## src/design/page_mem_pkg.sv

```systemverilog
package page_mem_pkg;

    // words per page and the offset inside a page
    localparam int PAGE_WORDS = 8;
    localparam int OFFS_W = 3;

    // shared page pool
    localparam int NUM_PAGES = 32;
    localparam int PAGE_W = 5;

    // address is {page, offset}
    localparam int ADDR_W = PAGE_W + OFFS_W;

    // largest packet, in words and pages
    localparam int MAX_PKT_WORDS = 64;
    localparam int MAX_PKT_PAGES = MAX_PKT_WORDS / PAGE_WORDS;

    // one slot per page, so no queue can overflow
    localparam int QDEPTH = NUM_PAGES;

    // free count and queue counts, 0..32
    localparam int CNT_W = 6;

endpackage

```

## src/design/pkt_format_pkg.sv

```systemverilog
package pkt_format_pkg;

    // one bus word
    localparam int WORD_W = 16;

    // header field widths
    localparam int PRIO_W = 3;
    localparam int NUM_PRIO = 1 << PRIO_W;
    localparam int LEN_W = 9;

    // upper bits left over once prio and len are placed
    localparam int RSVD_W = WORD_W - PRIO_W - LEN_W;

    // first word of every packet
    // len counts all words, header included
    typedef struct packed {
        logic [RSVD_W-1:0] rsvd;
        logic [PRIO_W-1:0] prio;
        logic [LEN_W-1:0]  len;
    } pkt_header_t;

    // header word read as fields, payload words read raw
    typedef union packed {
        logic [WORD_W-1:0] raw;
        pkt_header_t       hdr;
    } pkt_word_u;

endpackage
```

## src/design/packet_writer.sv

```systemverilog
`timescale 1ns/1ns

module packet_writer (
    input  logic                                clk,
    input  logic                                rst_n,
    input  logic                                wr_sop,
    input  logic                                wr_eop,
    input  logic                                wr_vld,
    input  pkt_format_pkg::pkt_word_u           wr_data,
    input  logic [page_mem_pkg::PAGE_W-1:0]     free_head,
    output logic                                alloc_en,
    output logic [page_mem_pkg::CNT_W-1:0]      reserve_pages,
    output logic                                mem_wr_en,
    output logic [page_mem_pkg::ADDR_W-1:0]     mem_wr_addr,
    output logic [pkt_format_pkg::WORD_W-1:0]   mem_wr_data,
    output logic                                link_en,
    output logic [page_mem_pkg::PAGE_W-1:0]     link_from,
    output logic [page_mem_pkg::PAGE_W-1:0]     link_to,
    output logic                                enq_en,
    output logic [pkt_format_pkg::PRIO_W-1:0]   enq_prio,
    output logic [page_mem_pkg::PAGE_W-1:0]     enq_head
);

    import pkt_format_pkg::*;
    import page_mem_pkg::*;

    logic [OFFS_W-1:0] offs;
    logic [PAGE_W-1:0] cur_page;
    logic [PAGE_W-1:0] head_page;
    logic [PRIO_W-1:0] prio;
    logic [CNT_W-1:0]  rem_pages;
    logic [CNT_W-1:0]  need_pages;
    logic              new_page;

    // pages for the whole packet, rounded up
    assign need_pages = CNT_W'((wr_data.hdr.len + LEN_W'(PAGE_WORDS - 1)) >> OFFS_W);

    // a fresh page is taken on offset zero
    assign new_page = wr_vld && (offs == '0);
    assign alloc_en = new_page;

    // the word at offset zero goes straight into the page just popped
    assign mem_wr_en   = wr_vld;
    assign mem_wr_addr = {(offs == '0) ? free_head : cur_page, offs};
    assign mem_wr_data = wr_data.raw;

    // chain previous page to the new one, except for the head page
    assign link_en   = new_page && !wr_sop;
    assign link_from = cur_page;
    assign link_to   = free_head;

    // pages still owed to the packet in progress
    assign reserve_pages = rem_pages;

    always_ff @(posedge clk) begin
        if (!rst_n) begin
            offs      <= '0;
            rem_pages <= '0;
            enq_en    <= 1'b0;
        end else begin
            // enqueue one cycle after eop
            enq_en <= wr_vld && wr_eop;
            if (wr_vld) begin
                // offset restarts with each packet
                offs <= wr_eop ? '0 : offs + OFFS_W'(1);
                if (wr_eop)
                    rem_pages <= '0;
                else if (wr_sop)
                    rem_pages <= need_pages - CNT_W'(1);
                else if (offs == '0)
                    rem_pages <= rem_pages - CNT_W'(1);
            end
        end
    end

    // packet context
    always_ff @(posedge clk) begin
        if (new_page)
            cur_page <= free_head;
        if (wr_vld && wr_sop) begin
            head_page <= free_head;
            prio      <= wr_data.hdr.prio;
        end
        // single-word packets take head and prio from the live word
        if (wr_vld && wr_eop) begin
            enq_head <= wr_sop ? free_head : head_page;
            enq_prio <= wr_sop ? wr_data.hdr.prio : prio;
        end
    end

endmodule

```

## config.mk

```make
export PLATFORM = sky130hd
export DESIGN_NAME = packet_writer
export DESIGN_NICKNAME = d
export VERILOG_FILES = /design/src/design/page_mem_pkg.sv /design/src/design/pkt_format_pkg.sv /design/src/design/packet_writer.sv
export SDC_FILE = /design/constraint.sdc
export NUM_CORES = 1
export LEC_CHECK = 0
export BUFFER_PORTS_ARGS = -buffer_cell sky130_fd_sc_hd__buf_2
export CORE_ASPECT_RATIO = 1.25
export CORE_MARGIN = 2
export CORE_UTILIZATION = 35
export DETAILED_ROUTE_END_ITERATION = 8
export HOLD_SLACK_MARGIN = 0.06
export PLACE_DENSITY = 0.62
export SYNTH_ARGS = -nofsm -noshare
export SYNTH_HDL_FRONTEND = slang
export SYNTH_SLANG_ARGS = --single-unit
export TNS_END_PERCENT = 50
```

## constraint.sdc

```tcl
create_clock -name clk -period 2 [get_ports clk]
set_input_delay 0.4 -clock clk [delete_from_list [all_inputs] [get_ports clk]]
set_output_delay 0.4 -clock clk [all_outputs]
set_load 0.1 [all_outputs]
```

# Yosys cells after proc, flatten, opt, wreduce, memory -nomap -nowiden

Cells that the tools add are included.

Bits in registers: 31
Latch bits: 0
Memory bits (writable): 0
Memory bits (read-only): 0
Output and inout port bits: 52
Memories: 0

Add/sub/neg operators: 4
Multiply operators: 0
Div/mod/pow operators: 0
Order comparisons: 0
Eq/ne operators: 0
Shift-type cells: 0
Mux-type cells: 7
Bitwise operators: 0
Reduce and logical (&&, ||, !) cells: 8

Operators by type and width:

| kind                                             | count |
|---|---|
| 2-to-1 mux 6 bit                                 | 3 |
| subtractor 6 x 1 -> 6 bit, second input constant | 2 |
| 2-to-1 mux 5 bit                                 | 2 |
| adder 9 x 3 -> 9 bit, second input constant      | 1 |
| 2-to-1 mux 3 bit                                 | 2 |
| logical AND 1 bit                                | 4 |
| adder 3 x 1 -> 3 bit, second input constant      | 1 |
| logical NOT 3 bit                                | 1 |
| nonzero test 3 bit                               | 1 |
| AND reduction 2 bit                              | 1 |
| logical NOT 1 bit                                | 1 |

# Logic depth before layout (Yosys ltp)

Depth after elaboration: 4
Mapped depth: 9
Mapped depth without buffers: 8

# Least setup slack after synthesis

Ideal clock, no wire load.

Kind: reg2out
Start point: reg offs[1]
End point: out link_en
Arrival time: 3.366 ns
Setup slack: -1.766 ns
Cell stages (with the launch flop): 5
Path buffers: 0
Cell sequence: dfxtp_1 -> inv_1 -> ha_1 -> and3b_1 -> nor2b_1

Longest elaborated chain between the ends: 3

RTL lines:

| element                | line                | text |
|---|---|---|
| start, declared        | packet_writer.sv:27 | `logic [OFFS_W-1:0] offs;` |
| start signal, assigned | packet_writer.sv:65 | `offs <= wr_eop ? '0 : offs + OFFS_W'(1);` |
| logical NOT 3 bit      | packet_writer.sv:39 | `assign new_page = wr_vld && (offs == '0);` |
| logical AND 1 bit      | packet_writer.sv:39 |  |
| net alloc_en           | packet_writer.sv:11 | `output logic alloc_en,` |
| logical AND 1 bit      | packet_writer.sv:48 | `assign link_en = new_page && !wr_sop;` |
| end, declared          | packet_writer.sv:16 | `output logic link_en,` |

The timed path passes the listed nets, and every way through them passes these cells.

# Worst setup path in the final report

Start point: reg offs[1]
End point: out mem_wr_addr[4] in the netlist's numbering

Longest elaborated chain between the ends: 2

RTL lines:

| element           | line                | text |
|---|---|---|
| logical NOT 3 bit | packet_writer.sv:44 | `assign mem_wr_addr = {(offs == '0) ? free_head : cur_page, offs};` |
| 2-to-1 mux 5 bit  | packet_writer.sv:44 |  |
| end, declared     | packet_writer.sv:14 | `output logic [page_mem_pkg::ADDR_W-1:0] mem_wr_addr,` |

Every way passes these cells.

==> impl_metrics.tcl <==
set metrics [dict create \
    dr.pass1.iters 4 \
    period_share_pct 94.2 \
    hold_path.class "in2reg" \
    seqPwrFrac_pct 36.1 \
    grt_max_degree 18 \
    relSlewSlack_pct 67.5 \
    cts_tree "done" \
    grt_pass1_wl_um 5380 \
    place_inst 265 \
    grt_usage_pct 12.8 \
    r2r_start "offs[1]" \
    async_flop_share_pct 0 \
    antenna_found_initial 0 \
    ys_types 39 \
    core_um2 4730 \
    ff2ff_setup_slack_ns 0.53 \
    yosys_warnings 0 \
    rsz0062_at_grt "false" \
    r2r-end "reserve_pages[0]" \
    die_h_um 82.2 \
    p_total_w 0.00205 \
    placed_area_um2 2110 \
    worstSetupPathType "reg2out" \
    cp-start-kind "flip-flop" \
    nNetsFinal 241 \
    cts_buffer_depth 2 \
    first_iter_violations 83 \
    min_to "prio[2]" \
    drive_gt1_share_pct 49.3 \
    yosysSeqAreaShare_pct 48.6 \
    root_buffer "clkbuf_8" \
    endpoint_kind "primary output" \
    die_w_um 66.5 \
    htreeDepth 2 \
    gp_congestion 0.756 \
    maxCapViolations 0 \
    regArea_um2 842 \
    rows 28 \
    slew_viol_final 0 \
    layout_common_cells "buf_2 (62), edfxtp_1 (21), nand2_1 (14)" \
    io_pins 78 \
    clock_sinks 31 \
    irDropWorstVdd_uv 339 \
    synth_edf_count 21 \
    antenna_left 0 \
    fin_ws_ns 0.116 \
    power_frac_comb_pct 35.5 \
    fin_crit_ns 1.88 \
    setup_viol 0 \
    synth_seq_cells 31 \
    dpl.hpwl_um 2650 \
    avgViaCountPerCell 4.68 \
    power_switching_w 0.000788 \
    routed_wl_um 3350 \
    final_area_um2 2220 \
    cts_made_buffers 5 \
    multi_input_area_um2 707 \
    final_cells 273 \
    syn2layout_area_growth_pct 29.7 \
    port_buffers 69 \
    intPower_w 0.00126 \
    start_util_pct 36.2 \
    crit_fanout 7 \
    worst_clock_skew_ns 0.00286 \
    pwr-share-clk_pct 28.4 \
    p_per_area_nw_per_um2 922 \
    worstSetupStartpoint "offs[1]" \
    grt_pass1_vias 1175 \
    layout_commonest_cell "buf_2" \
    route.detailed.drc 0 \
    crit_required_ns 1.60 \
    hold_violations 0 \
    swShare_pct 38.5 \
    pre_cts_slack_ns 0.0598 \
    arrival_ns 1.48 \
    synth_ff_type "edfxtp_1" \
    max_clock_freq_mhz 531 \
    synth_area_um2 1710 \
    antenna_cells 0 \
    status "completed" \
    syn_avg_cell_area_um2 10.6 \
    reg2regPathDepth 7 \
    clock_latency_ns 0.27 \
    wire_per_inst_um 12.3 \
    p_leak_nw 0.951 \
    overflow 0 \
    hp-start "wr_data[11]" \
    dieArea_um2 5470 \
    clk_pin_slew_ns 0.06 \
    vias 1277 \
    synthesis.nets 191 \
    syn_inst 162 \
    nFillCells 476 \
    worst_slew_pin_slew_ns 0.491 \
    whs_path_depth 1 \
]
[per-layer routing]
layer  track usage, %  vias up  share of wire, %
li1                 -      648                 -
met1             14.8      563                43
met2             22.6       61                48
met3             3.39        5               7.8
met4             5.10        0               1.6
met5                0        -                 0
[state kept, by name, summed over array words and instances (netlist names)]
| register | flops |
|---|---|
| enq_en | 1 |
| enq_head | 5 |
| enq_prio | 3 |
| head_page | 5 |
| link_from | 5 |
| offs | 3 |
| prio | 3 |
| reserve_pages | 6 |
[logic make-up after synthesis]
logic type	Yosys count	synth area share, %
AO/OA/AOI/OAI	25	10.4
XOR/XNOR	7	4.02
adder cells (fa/ha/maj)	3	2.19
buffers and inverters	33	12.4
flip-flops	31	48.6
multiplexers	9	5.85
AND/OR/NAND/NOR	54	16.6
[area by class of cell]
cell class	count	area share, %
Tap cell	60	3.38
Inverter	5	0.959
Clock buffer	5	3.10
Multi-Input combinational cell	98	31.9
Timing Repair Buffer	71	21.0
Clock inverter	3	1.75
Sequential cell	31	38.0
[synthesized netlist by cell type (2+ instances only)]
library cell	number	area, um^2
buf_4	22	165
edfxtp_1	21	631
nand2_1	19	71.3
dfxtp_1	10	200
nor2b_1	9	56.3
mux2_2	8	90.1
nor2_1	8	30.0
nand3_1	6	30.0
inv_1	4	15.0
o21ai_0	4	20.0
o21ai_1	4	20.0
a21oi_1	3	15.0
a22oi_1	3	22.5
a31oi_1	3	18.8
and2_1	3	18.8
clkbuf_1	3	11.3
ha_1	3	37.5
o31ai_1	3	22.5
xnor2_1	3	26.3
xor2_1	3	26.3
or4_1	2	15.0
[power groups by stage]
stage	Combinational (W)	Sequential (W)	Clock, W
after floorplan	0.000458	0.000920	0
after global placement	0.000726	0.000752	0
after detailed placement	0.000732	0.000753	0
after CTS	0.000733	0.000739	0.000596
after global routing	0.000762	0.000743	0.000624
final	0.000726	0.000739	0.000581
[through the flow]
step	hold WS, ns	utilization (%)	setup TNS, ns
after global routing	0.323	46.9	0
final	0.326	46.9	0
after global placement	0.473	44.6	0
after floorplan	0.499	-	-0.127
after detailed placement	0.483	44.6	0
after CTS	0.319	46.9	0
[worst max-delay path by stage]
stage | endpoint | slack [ns] | depth (start not counted)
final | mem_wr_addr[4] | 0.12 | 6
after global routing | mem_wr_addr[7] | 0.02 | 6
after CTS | mem_wr_addr[4] | 0.1 | 6
after detailed placement | reserve_pages[2] | 0.06 | 7
after global placement | reserve_pages[2] | 0.1 | 7
after floorplan | link_en | -0.13 | 4
[repair_timing]
item / CTS / global route
gates resized for setup: 1 / 0
buffers inserted: 0 / 0
setup endpoints to repair: 5 / 0
hold buffers: 0 / 0
[worst max-delay path, stage by stage, from the launching register on]
cell     delay, ns
dfxtp_4       0.35
inv_4         0.06
ha_4          0.13
nor2b_2       0.30
nand2_1       0.11
nand2_2       0.09
buf_12        0.17
(Power assumes the default switching activity.)
