File: src/design/page_mem_pkg.sv
package page_mem_pkg;

    // words per page and the offset inside a page
    localparam int PAGE_WORDS = 8;
    localparam int OFFS_W = 3;

    // shared page pool
    localparam int NUM_PAGES = 32;
    localparam int PAGE_W = 5;

    // address is {page, offset}
    localparam int ADDR_W = PAGE_W + OFFS_W;

    // largest packet, in words and pages
    localparam int MAX_PKT_WORDS = 64;
    localparam int MAX_PKT_PAGES = MAX_PKT_WORDS / PAGE_WORDS;

    // one slot per page, so no queue can overflow
    localparam int QDEPTH = NUM_PAGES;

    // free count and queue counts, 0..32
    localparam int CNT_W = 6;

endpackage

File: src/design/pkt_format_pkg.sv
package pkt_format_pkg;

    // one bus word
    localparam int WORD_W = 16;

    // header field widths
    localparam int PRIO_W = 3;
    localparam int NUM_PRIO = 1 << PRIO_W;
    localparam int LEN_W = 9;

    // upper bits left over once prio and len are placed
    localparam int RSVD_W = WORD_W - PRIO_W - LEN_W;

    // first word of every packet
    // len counts all words, header included
    typedef struct packed {
        logic [RSVD_W-1:0] rsvd;
        logic [PRIO_W-1:0] prio;
        logic [LEN_W-1:0]  len;
    } pkt_header_t;

    // header word read as fields, payload words read raw
    typedef union packed {
        logic [WORD_W-1:0] raw;
        pkt_header_t       hdr;
    } pkt_word_u;

endpackage
File: src/design/packet_reader.sv
`timescale 1ns/1ns

module packet_reader (
    input  logic                                                         clk,
    input  logic                                                         rst_n,
    input  logic                                                         ready,
    input  logic [pkt_format_pkg::NUM_PRIO-1:0]                          q_nonempty,
    input  logic [pkt_format_pkg::NUM_PRIO-1:0][page_mem_pkg::PAGE_W-1:0] q_head,
    input  pkt_format_pkg::pkt_word_u                                    mem_rd_data,
    input  logic [page_mem_pkg::PAGE_W-1:0]                              jt_next,
    output logic                                                         deq_en,
    output logic [pkt_format_pkg::PRIO_W-1:0]                            deq_prio,
    output logic                                                         mem_rd_en,
    output logic [page_mem_pkg::ADDR_W-1:0]                              mem_rd_addr,
    output logic [page_mem_pkg::PAGE_W-1:0]                              jt_page,
    output logic                                                         free_en,
    output logic [page_mem_pkg::PAGE_W-1:0]                              free_page,
    output logic                                                         rd_sop,
    output logic                                                         rd_eop,
    output logic                                                         rd_vld,
    output logic [pkt_format_pkg::WORD_W-1:0]                            rd_data
);

    import pkt_format_pkg::*;
    import page_mem_pkg::*;

    logic                busy;
    logic                need_hdr;
    logic                hdr_issued;
    logic                last_q;
    logic [NUM_PRIO-1:0] wrr_mask;
    logic [NUM_PRIO-1:0] cand;
    logic [NUM_PRIO-1:0] mask_next;
    logic [PAGE_W-1:0]   cur_page;
    logic [OFFS_W-1:0]   offs;
    logic [LEN_W-1:0]    left;
    logic [LEN_W-1:0]    left_now;
    logic                last_word;
    logic                hdr_only;
    logic                pkt_done;

    // shrinking-mask round robin
    always_comb begin
        cand = q_nonempty & wrr_mask;
        // fall back to plain priority when mask hides all requesters
        if (cand == '0)
            cand = q_nonempty;
        deq_prio = '0;
        for (int i = NUM_PRIO - 1; i >= 0; i--) begin
            if (cand[i])
                deq_prio = PRIO_W'(i);
        end
        // drop the highest set mask bit
        mask_next = wrr_mask;
        for (int i = 0; i < NUM_PRIO; i++) begin
            if (wrr_mask[i])
                mask_next = wrr_mask & ~(NUM_PRIO'(1) << i);
        end
        if (mask_next == '0)
            mask_next = '1;
    end

    assign deq_en = !busy && (q_nonempty != '0);

    // word count is only known once the header comes back
    assign left_now  = hdr_issued ? mem_rd_data.hdr.len - LEN_W'(1) : left;
    assign mem_rd_en = busy && ready && (need_hdr || left_now != '0);
    assign last_word = !need_hdr && (left_now == LEN_W'(1));
    // one-word packet, header was the whole thing
    assign hdr_only  = hdr_issued && (left_now == '0);
    assign pkt_done  = (mem_rd_en && last_word) || hdr_only;

    assign mem_rd_addr = {cur_page, offs};
    assign jt_page     = cur_page;

    // page goes back after its last read is issued
    assign free_en   = (mem_rd_en && (offs == OFFS_W'(PAGE_WORDS - 1) || last_word)) || hdr_only;
    assign free_page = cur_page;

    // output framing
    assign rd_data = mem_rd_data.raw;
    assign rd_eop  = rd_vld && (rd_sop ? (mem_rd_data.hdr.len == LEN_W'(1)) : last_q);

    always_ff @(posedge clk) begin
        if (!rst_n) begin
            busy       <= 1'b0;
            need_hdr   <= 1'b0;
            hdr_issued <= 1'b0;
            last_q     <= 1'b0;
            wrr_mask   <= '1;
            offs       <= '0;
            left       <= '0;
            rd_vld     <= 1'b0;
            rd_sop     <= 1'b0;
        end else begin
            hdr_issued <= mem_rd_en && need_hdr;
            rd_vld     <= mem_rd_en;
            rd_sop     <= mem_rd_en && need_hdr;
            if (mem_rd_en)
                last_q <= last_word;
            if (deq_en) begin
                // dispatch, header read comes next
                busy     <= 1'b1;
                need_hdr <= 1'b1;
                offs     <= '0;
                wrr_mask <= mask_next;
            end else if (busy) begin
                if (mem_rd_en) begin
                    need_hdr <= 1'b0;
                    offs     <= offs + OFFS_W'(1);
                end
                if (!need_hdr)
                    left <= left_now - LEN_W'(mem_rd_en);
                if (pkt_done)
                    busy <= 1'b0;
            end
        end
    end

    // page walk through the jump table
    always_ff @(posedge clk) begin
        if (deq_en)
            cur_page <= q_head[deq_prio];
        else if (mem_rd_en && offs == OFFS_W'(PAGE_WORDS - 1))
            cur_page <= jt_next;
    end

endmodule

File: config.mk
export PLATFORM = sky130hd
export DESIGN_NAME = packet_reader
export DESIGN_NICKNAME = d
export VERILOG_FILES = /design/src/design/page_mem_pkg.sv /design/src/design/pkt_format_pkg.sv /design/src/design/packet_reader.sv
export SDC_FILE = /design/constraint.sdc
export NUM_CORES = 1
export LEC_CHECK = 0
export ABC_AREA = 1
export BUFFER_PORTS_ARGS = -buffer_cell sky130_fd_sc_hd__buf_2
export CORE_MARGIN = 1
export CORE_UTILIZATION = 35
export CTS_BUF_LIST = sky130_fd_sc_hd__clkbuf_4 sky130_fd_sc_hd__clkbuf_8
export CTS_CLUSTER_SIZE = 30
export DETAILED_ROUTE_END_ITERATION = 7
export GPL_ROUTABILITY_DRIVEN = 0
export PLACE_DENSITY = 0.65
export SLEW_MARGIN = 40
export SYNTH_ARGS = -nofsm -noshare
export SYNTH_HDL_FRONTEND = slang
export SYNTH_SLANG_ARGS = --single-unit
File: constraint.sdc
create_clock -name clk -period 4.15 [get_ports clk]
set_clock_uncertainty 0.15 [all_clocks]
set_input_delay 0.6225 -clock clk [delete_from_list [all_inputs] [get_ports clk]]
set_output_delay 0.6225 -clock clk [all_outputs]
set_load 0.005 [all_outputs]
## Word level (Yosys, flattened, before mapping)

Index checks and enable logic that the tools add are counted.
Widths: inputs -> output; s select.

| word-level totals | value |
|---|---|
| bits in latches | 0 |
| input port bits | 72 |
| bits in writable memories | 0 |
| register bits after elaboration | 30 |
| memories kept | 0 |
| logic and storage cells | 77 |
| output and inout bits | 43 |
| memory bits (read-only) | 0 |

| cells by class | value |
|---|---|
| reductions and logical operators | 28 |
| shifts and indexed selects | 0 |
| equality and inequality tests | 3 |
| $lt $le $gt $ge | 1 |
| mux-type cells | 29 |
| $add $sub $neg | 3 |
| bitwise logic cells | 4 |
| multipliers | 0 |
| div/mod/pow operators | 0 |

Operators with widths:

| operator | count |
|---|---|
| $mux 8 | 8 |
| $mux 3 | 8 |
| $eq 9x1->1 const B | 2 |
| $logic_not 8->1 | 2 |
| $bmux 5 s3 | 1 |
| $mux 5 | 3 |
| $logic_and 1x1->1 | 10 |
| $logic_not 9->1 | 1 |
| $mux 9 | 1 |
| $reduce_bool 9->1 | 1 |
| $sub 9x1->9 | 1 |
| $sub 9x1->9 const B | 1 |
| $and 8x8->8 | 1 |
| $mux 1 | 8 |
| $reduce_bool 8->1 | 1 |
| $reduce_bool 2->1 | 3 |
| $logic_or 1x1->1 | 4 |
| $lt 3x4->1 const B | 1 |
| $reduce_and 2->1 | 2 |
| $add 3x1->3 const B | 1 |
| $eq 3x3->1 const B | 1 |
| $not 1->1 | 3 |
| $reduce_and 3->1 | 1 |
| $logic_not 1->1 | 2 |
| $reduce_or 2->1 | 1 |

## Longest topological paths before layout

| logic depth | value |
|---|---|
| word-level depth | 14 |
| gate-level depth with buffers | 22 |

## Least setup slack after synthesis

Ideal clock, no wire load.

| timing | value |
|---|---|
| path kind | input to register |
| start | input port mem_rd_data[1] (netlist bit) |
| end | register left[8] |
| path slack | 0.962 ns |
| cell stages on the path | 21 |
| arrival | 2.922 ns |
| cells stage by stage | inv_1 > ha_1 > nand3_2 > nor2_1 > xnor2_1 > o21ai_2 > nor2_1 > nand2_1 > nor2_1 > nand3_2 > nand2_4 > inv_2 > ha_1 > ha_1 > nand2_1 > nor2_1 > nand3_1 > nor2_1 > xor2_1 > o21ai_0 > inv_1 |

| on the way | value |
|---|---|
| longest elaborated chain between the ends | 6 |

Ends and longest elaborated chain:

| item | line | RTL |
|---|---|---|
| start: declaration | packet_reader.sv:9 | `input pkt_format_pkg::pkt_word_u mem_rd_data,` |
| $sub 9x1->9 | packet_reader.sv:66 | `assign left_now = hdr_issued ? mem_rd_data.hdr.len - LEN_W'(1) : left;` |
| $mux 9 | packet_reader.sv:66 |  |
| $reduce_bool 9->1 | packet_reader.sv:67 | `assign mem_rd_en = busy && ready && (need_hdr \|\| left_now != '0);` |
| $logic_or 1x1->1 | packet_reader.sv:67 |  |
| $logic_and 1x1->1 | packet_reader.sv:67 |  |
| net mem_rd_en | packet_reader.sv:13 | `output logic mem_rd_en,` |
| $sub 9x1->9 | packet_reader.sv:113 | `left <= left_now - LEN_W'(mem_rd_en);` |
| end signal: assignment | packet_reader.sv:113 |  |
| end: declaration | packet_reader.sv:36 | `logic [LEN_W-1:0] left;` |

The timed path passes the listed nets, and every way through them passes these cells.
A chain may end at the register's enable or synchronous reset.

## Worst setup path after layout

| timing | value |
|---|---|
| start | input port mem_rd_data[1] (netlist bit) |
| end | register left[8] |

| on the way | value |
|---|---|
| longest elaborated chain between the ends | 6 |

Ends and longest elaborated chain:

| item | line |
|---|---|
| $sub 9x1->9 (*) | packet_reader.sv:66 |
| $mux 9 (*) | packet_reader.sv:66 |
| $reduce_bool 9->1 | packet_reader.sv:67 |
| $logic_or 1x1->1 | packet_reader.sv:67 |
| $logic_and 1x1->1 | packet_reader.sv:67 |
| $sub 9x1->9 (*) | packet_reader.sv:113 |

Mark *: on every way between the ends. The rest lies on a longest branch, timed or not.

==> qor.yml <==
finish:
  fillers: 788
  design_area_mm2: 0.003193
  finalNonFillerCells: 610
  diodes: 0
  fin_nets: 589
  syn2layout_area_growth_pct: 16.85
  drive_gt1_frac: 0.2701
  final_util: 0.4310
clocking:
  ctsRootBufferMaster: "clkbuf_8"
  clock_sinks: 30
  htree_levels: 2
  hold_buffers: 0
  cts_buffer_depth: 2
  cts_tree: "done"
  post_cts_buffers: 0
  clkLatencyLatePin_ps: 280
  numCtsBuffers: 5
  cts.repair.resized: 0
  clk_pin_slew_ps: 60
status:
  outcome: "complete, no violations"
global_routing:
  grtUsageTotal: 0.1553
  use_met2: 0.2519
  grt_antenna_before_repair: 0
  grt_pass1_vias: 2436
  grtUsageMet1: 0.2053
  top_usage_layer: "met2"
  grt_max_degree: 22
  grt_overflow: 0
  grt_pass1_wl_um: 10570
  grt_use_met3: 0.02609
pwr:
  leakage_nw: 1.849
  ir_worst_vdd_v: 0.0001012
  p_total_mw: 0.8268
  power.density_mw_per_mm2: 258.9
synth:
  syn_area_per_cell_um2: 6.225
  synthCells: 439
  synth-seq-area-share: 0.2381
  ys_types: 38
  yosysTopAreaCellShare: 0.1832
  synth_area_leaders: "dfxtp_1 18%, nand2_1 12%, nand3_1 12%"
  synth_area_mm2: 0.002733
  synthesis.nets: 517
  yosys.area.top_type: "dfxtp_1"
  ys_ff_latch: 30
  yosysWarnings: 0
worst_setup_path:
  r2r_slack_ps: 1310
  cp_max_fo: 10
  endpoint_kind: "flip-flop"
  critPathRequiredTime_ps: 4170
  critical_path_arrival_ps: 3300
  startpoint_type: "input pin"
  critical_path_class: "input pin to flip-flop"
floorplan:
  dieArea_mm2: 0.008165
  coreArea_mm2: 0.007408
  start_util: 0.3689
  rows: 31
  io_pins: 115
  die_w_um: 90.36
  fp.dieH_um: 90.36
timing:
  finalSetupTns_ps: 0
  period_share: 0.7913
  finalMaxSlewViolations: 0
  holdWs_ps: 324.7
  worstMarginPinSlew_ps: 745.4
  max_freq_mhz: 304.5
  setup_viol: 0
  setup_ws_ps: 866.0
  relSlewSlack: 0.4978
  rsz0062_at_grt: "false"
  period_needed_ps: 3284
  report.final.hold_viol_count: 0
drt:
  ant_nets: 0
  drtPass1Iterations: 4
  via_count: 2872
  avgRoutedWirePerCell_um: 10.44
  vias_per_cell: 4.708
  drt_iter0_markers: 89
  drc: 0
  wl_um: 6371
min_path:
  hp-class: "flip-flop to flip-flop"
place:
  dp.cells: 603
  place_ws_ps: 577.1
  place_area_mm2: 0.003103
  dpl.hpwl_um: 5182
  numPortBuffers: 100
run:
  drv_cap: 0
[layout make-up]
class,instances,area (um2),area share
Clock buffer,7,90.09,0.02821
Inverter,93,349.1,0.1093
Multi-Input combinational cell,279,1464,0.4585
Sequential cell,30,650.6,0.2038
Tap cell,99,123.9,0.03879
Timing Repair Buffer,102,515.5,0.1614
[kinds of logic (layout without fill, tap and decap cells)]
family          count (synthesis)  count (layout)  synth area share
fa+ha+maj                       6               6           0.02747
buf+inv                       130             202            0.2271
simple gates                  215             215            0.3704
xor+xnor                        6               6           0.01923
flops                          30              30            0.2381
compound gates                 52              52            0.1177
[Yosys cell counts, drive strengths merged]
cell / number
nand2: 97
inv: 92
nand3: 68
buf: 34
nor2: 34
o21ai: 29
dfxtp: 25
a21oi: 10
ha: 6
o211ai: 6
edfxtp: 5
nand3b: 5
nand4: 5
xor2: 5
nor3: 4
clkbuf: 3
a21boi: 2
o221ai: 2
a211oi: 1
a31o: 1
a31oi: 1
clkinv: 1
or2: 1
or4: 1
xnor2: 1
[sequential cells by signal, summed over array words and instances, names as in the netlist]
| name | count |
|---|---|
| rd_vld | 1 |
| busy | 1 |
| last_q | 1 |
| offs | 3 |
| left | 9 |
| need_hdr | 1 |
| free_page | 5 |
| wrr_mask | 8 |
| hdr_issued | 1 |
[path summary, 6_finish.rpt]
check | startpoint | end | cells past startpoint
setup / recovery | mem_rd_data[1] | left[8] | 22
hold / removal | last_q | last_q | 2
setup reg to reg | hdr_issued | left[8] | 18
hold reg to reg | last_q | last_q | 2
[cell usage in the layout, fill, tap and decap left out, types with 2 or more instances in the layout]
cell	n
nor2_4	3
o211ai_1	6
o21ai_1	3
xor2_1	5
edfxtp_1	5
o221ai_1	2
nor2_2	3
o21ai_0	20
o21ai_2	6
ha_1	6
nand4_1	5
nand2_4	4
nand3b_1	5
nand3_1	66
nor2_1	28
nor3_1	4
clkbuf_8	6
buf_4	2
nand2_1	89
inv_2	5
nand3_2	2
nand2_2	4
a21oi_1	9
inv_1	87
dfxtp_1	25
buf_2	100
[routing by layer]
layer  up-vias  wire [um]  part of all wire
met1      1263       3106              0.49
met2        94       2917              0.46
met4         0         79             0.012
li1       1509          -                 -
met5         -          0                 0
met3         6        268             0.042
[critical path, stage by stage]
cell and delay (ps):
buf_2 100, inv_1 100, ha_1 230, nand3_2 100, nor2_1 140, xnor2_1 150
o21ai_2 90, nor2_1 120, nand2_1 60, nor2_1 160, nand3_2 130, nand2_4 130
inv_2 60, ha_1 210, ha_1 190, nand2_1 90, nor2_1 80, nand3_1 130
nor2_1 60, xor2_1 130, o21ai_0 160, inv_1 50
[report_power, final]
group / internal, mW / switching, mW / total [mW]
combinational: 0.104 / 0.151 / 0.256
clock: 0.138 / 0.100 / 0.238
sequential: 0.319 / 0.0140 / 0.333
Note: power is estimated with default switching activity, not from simulation.
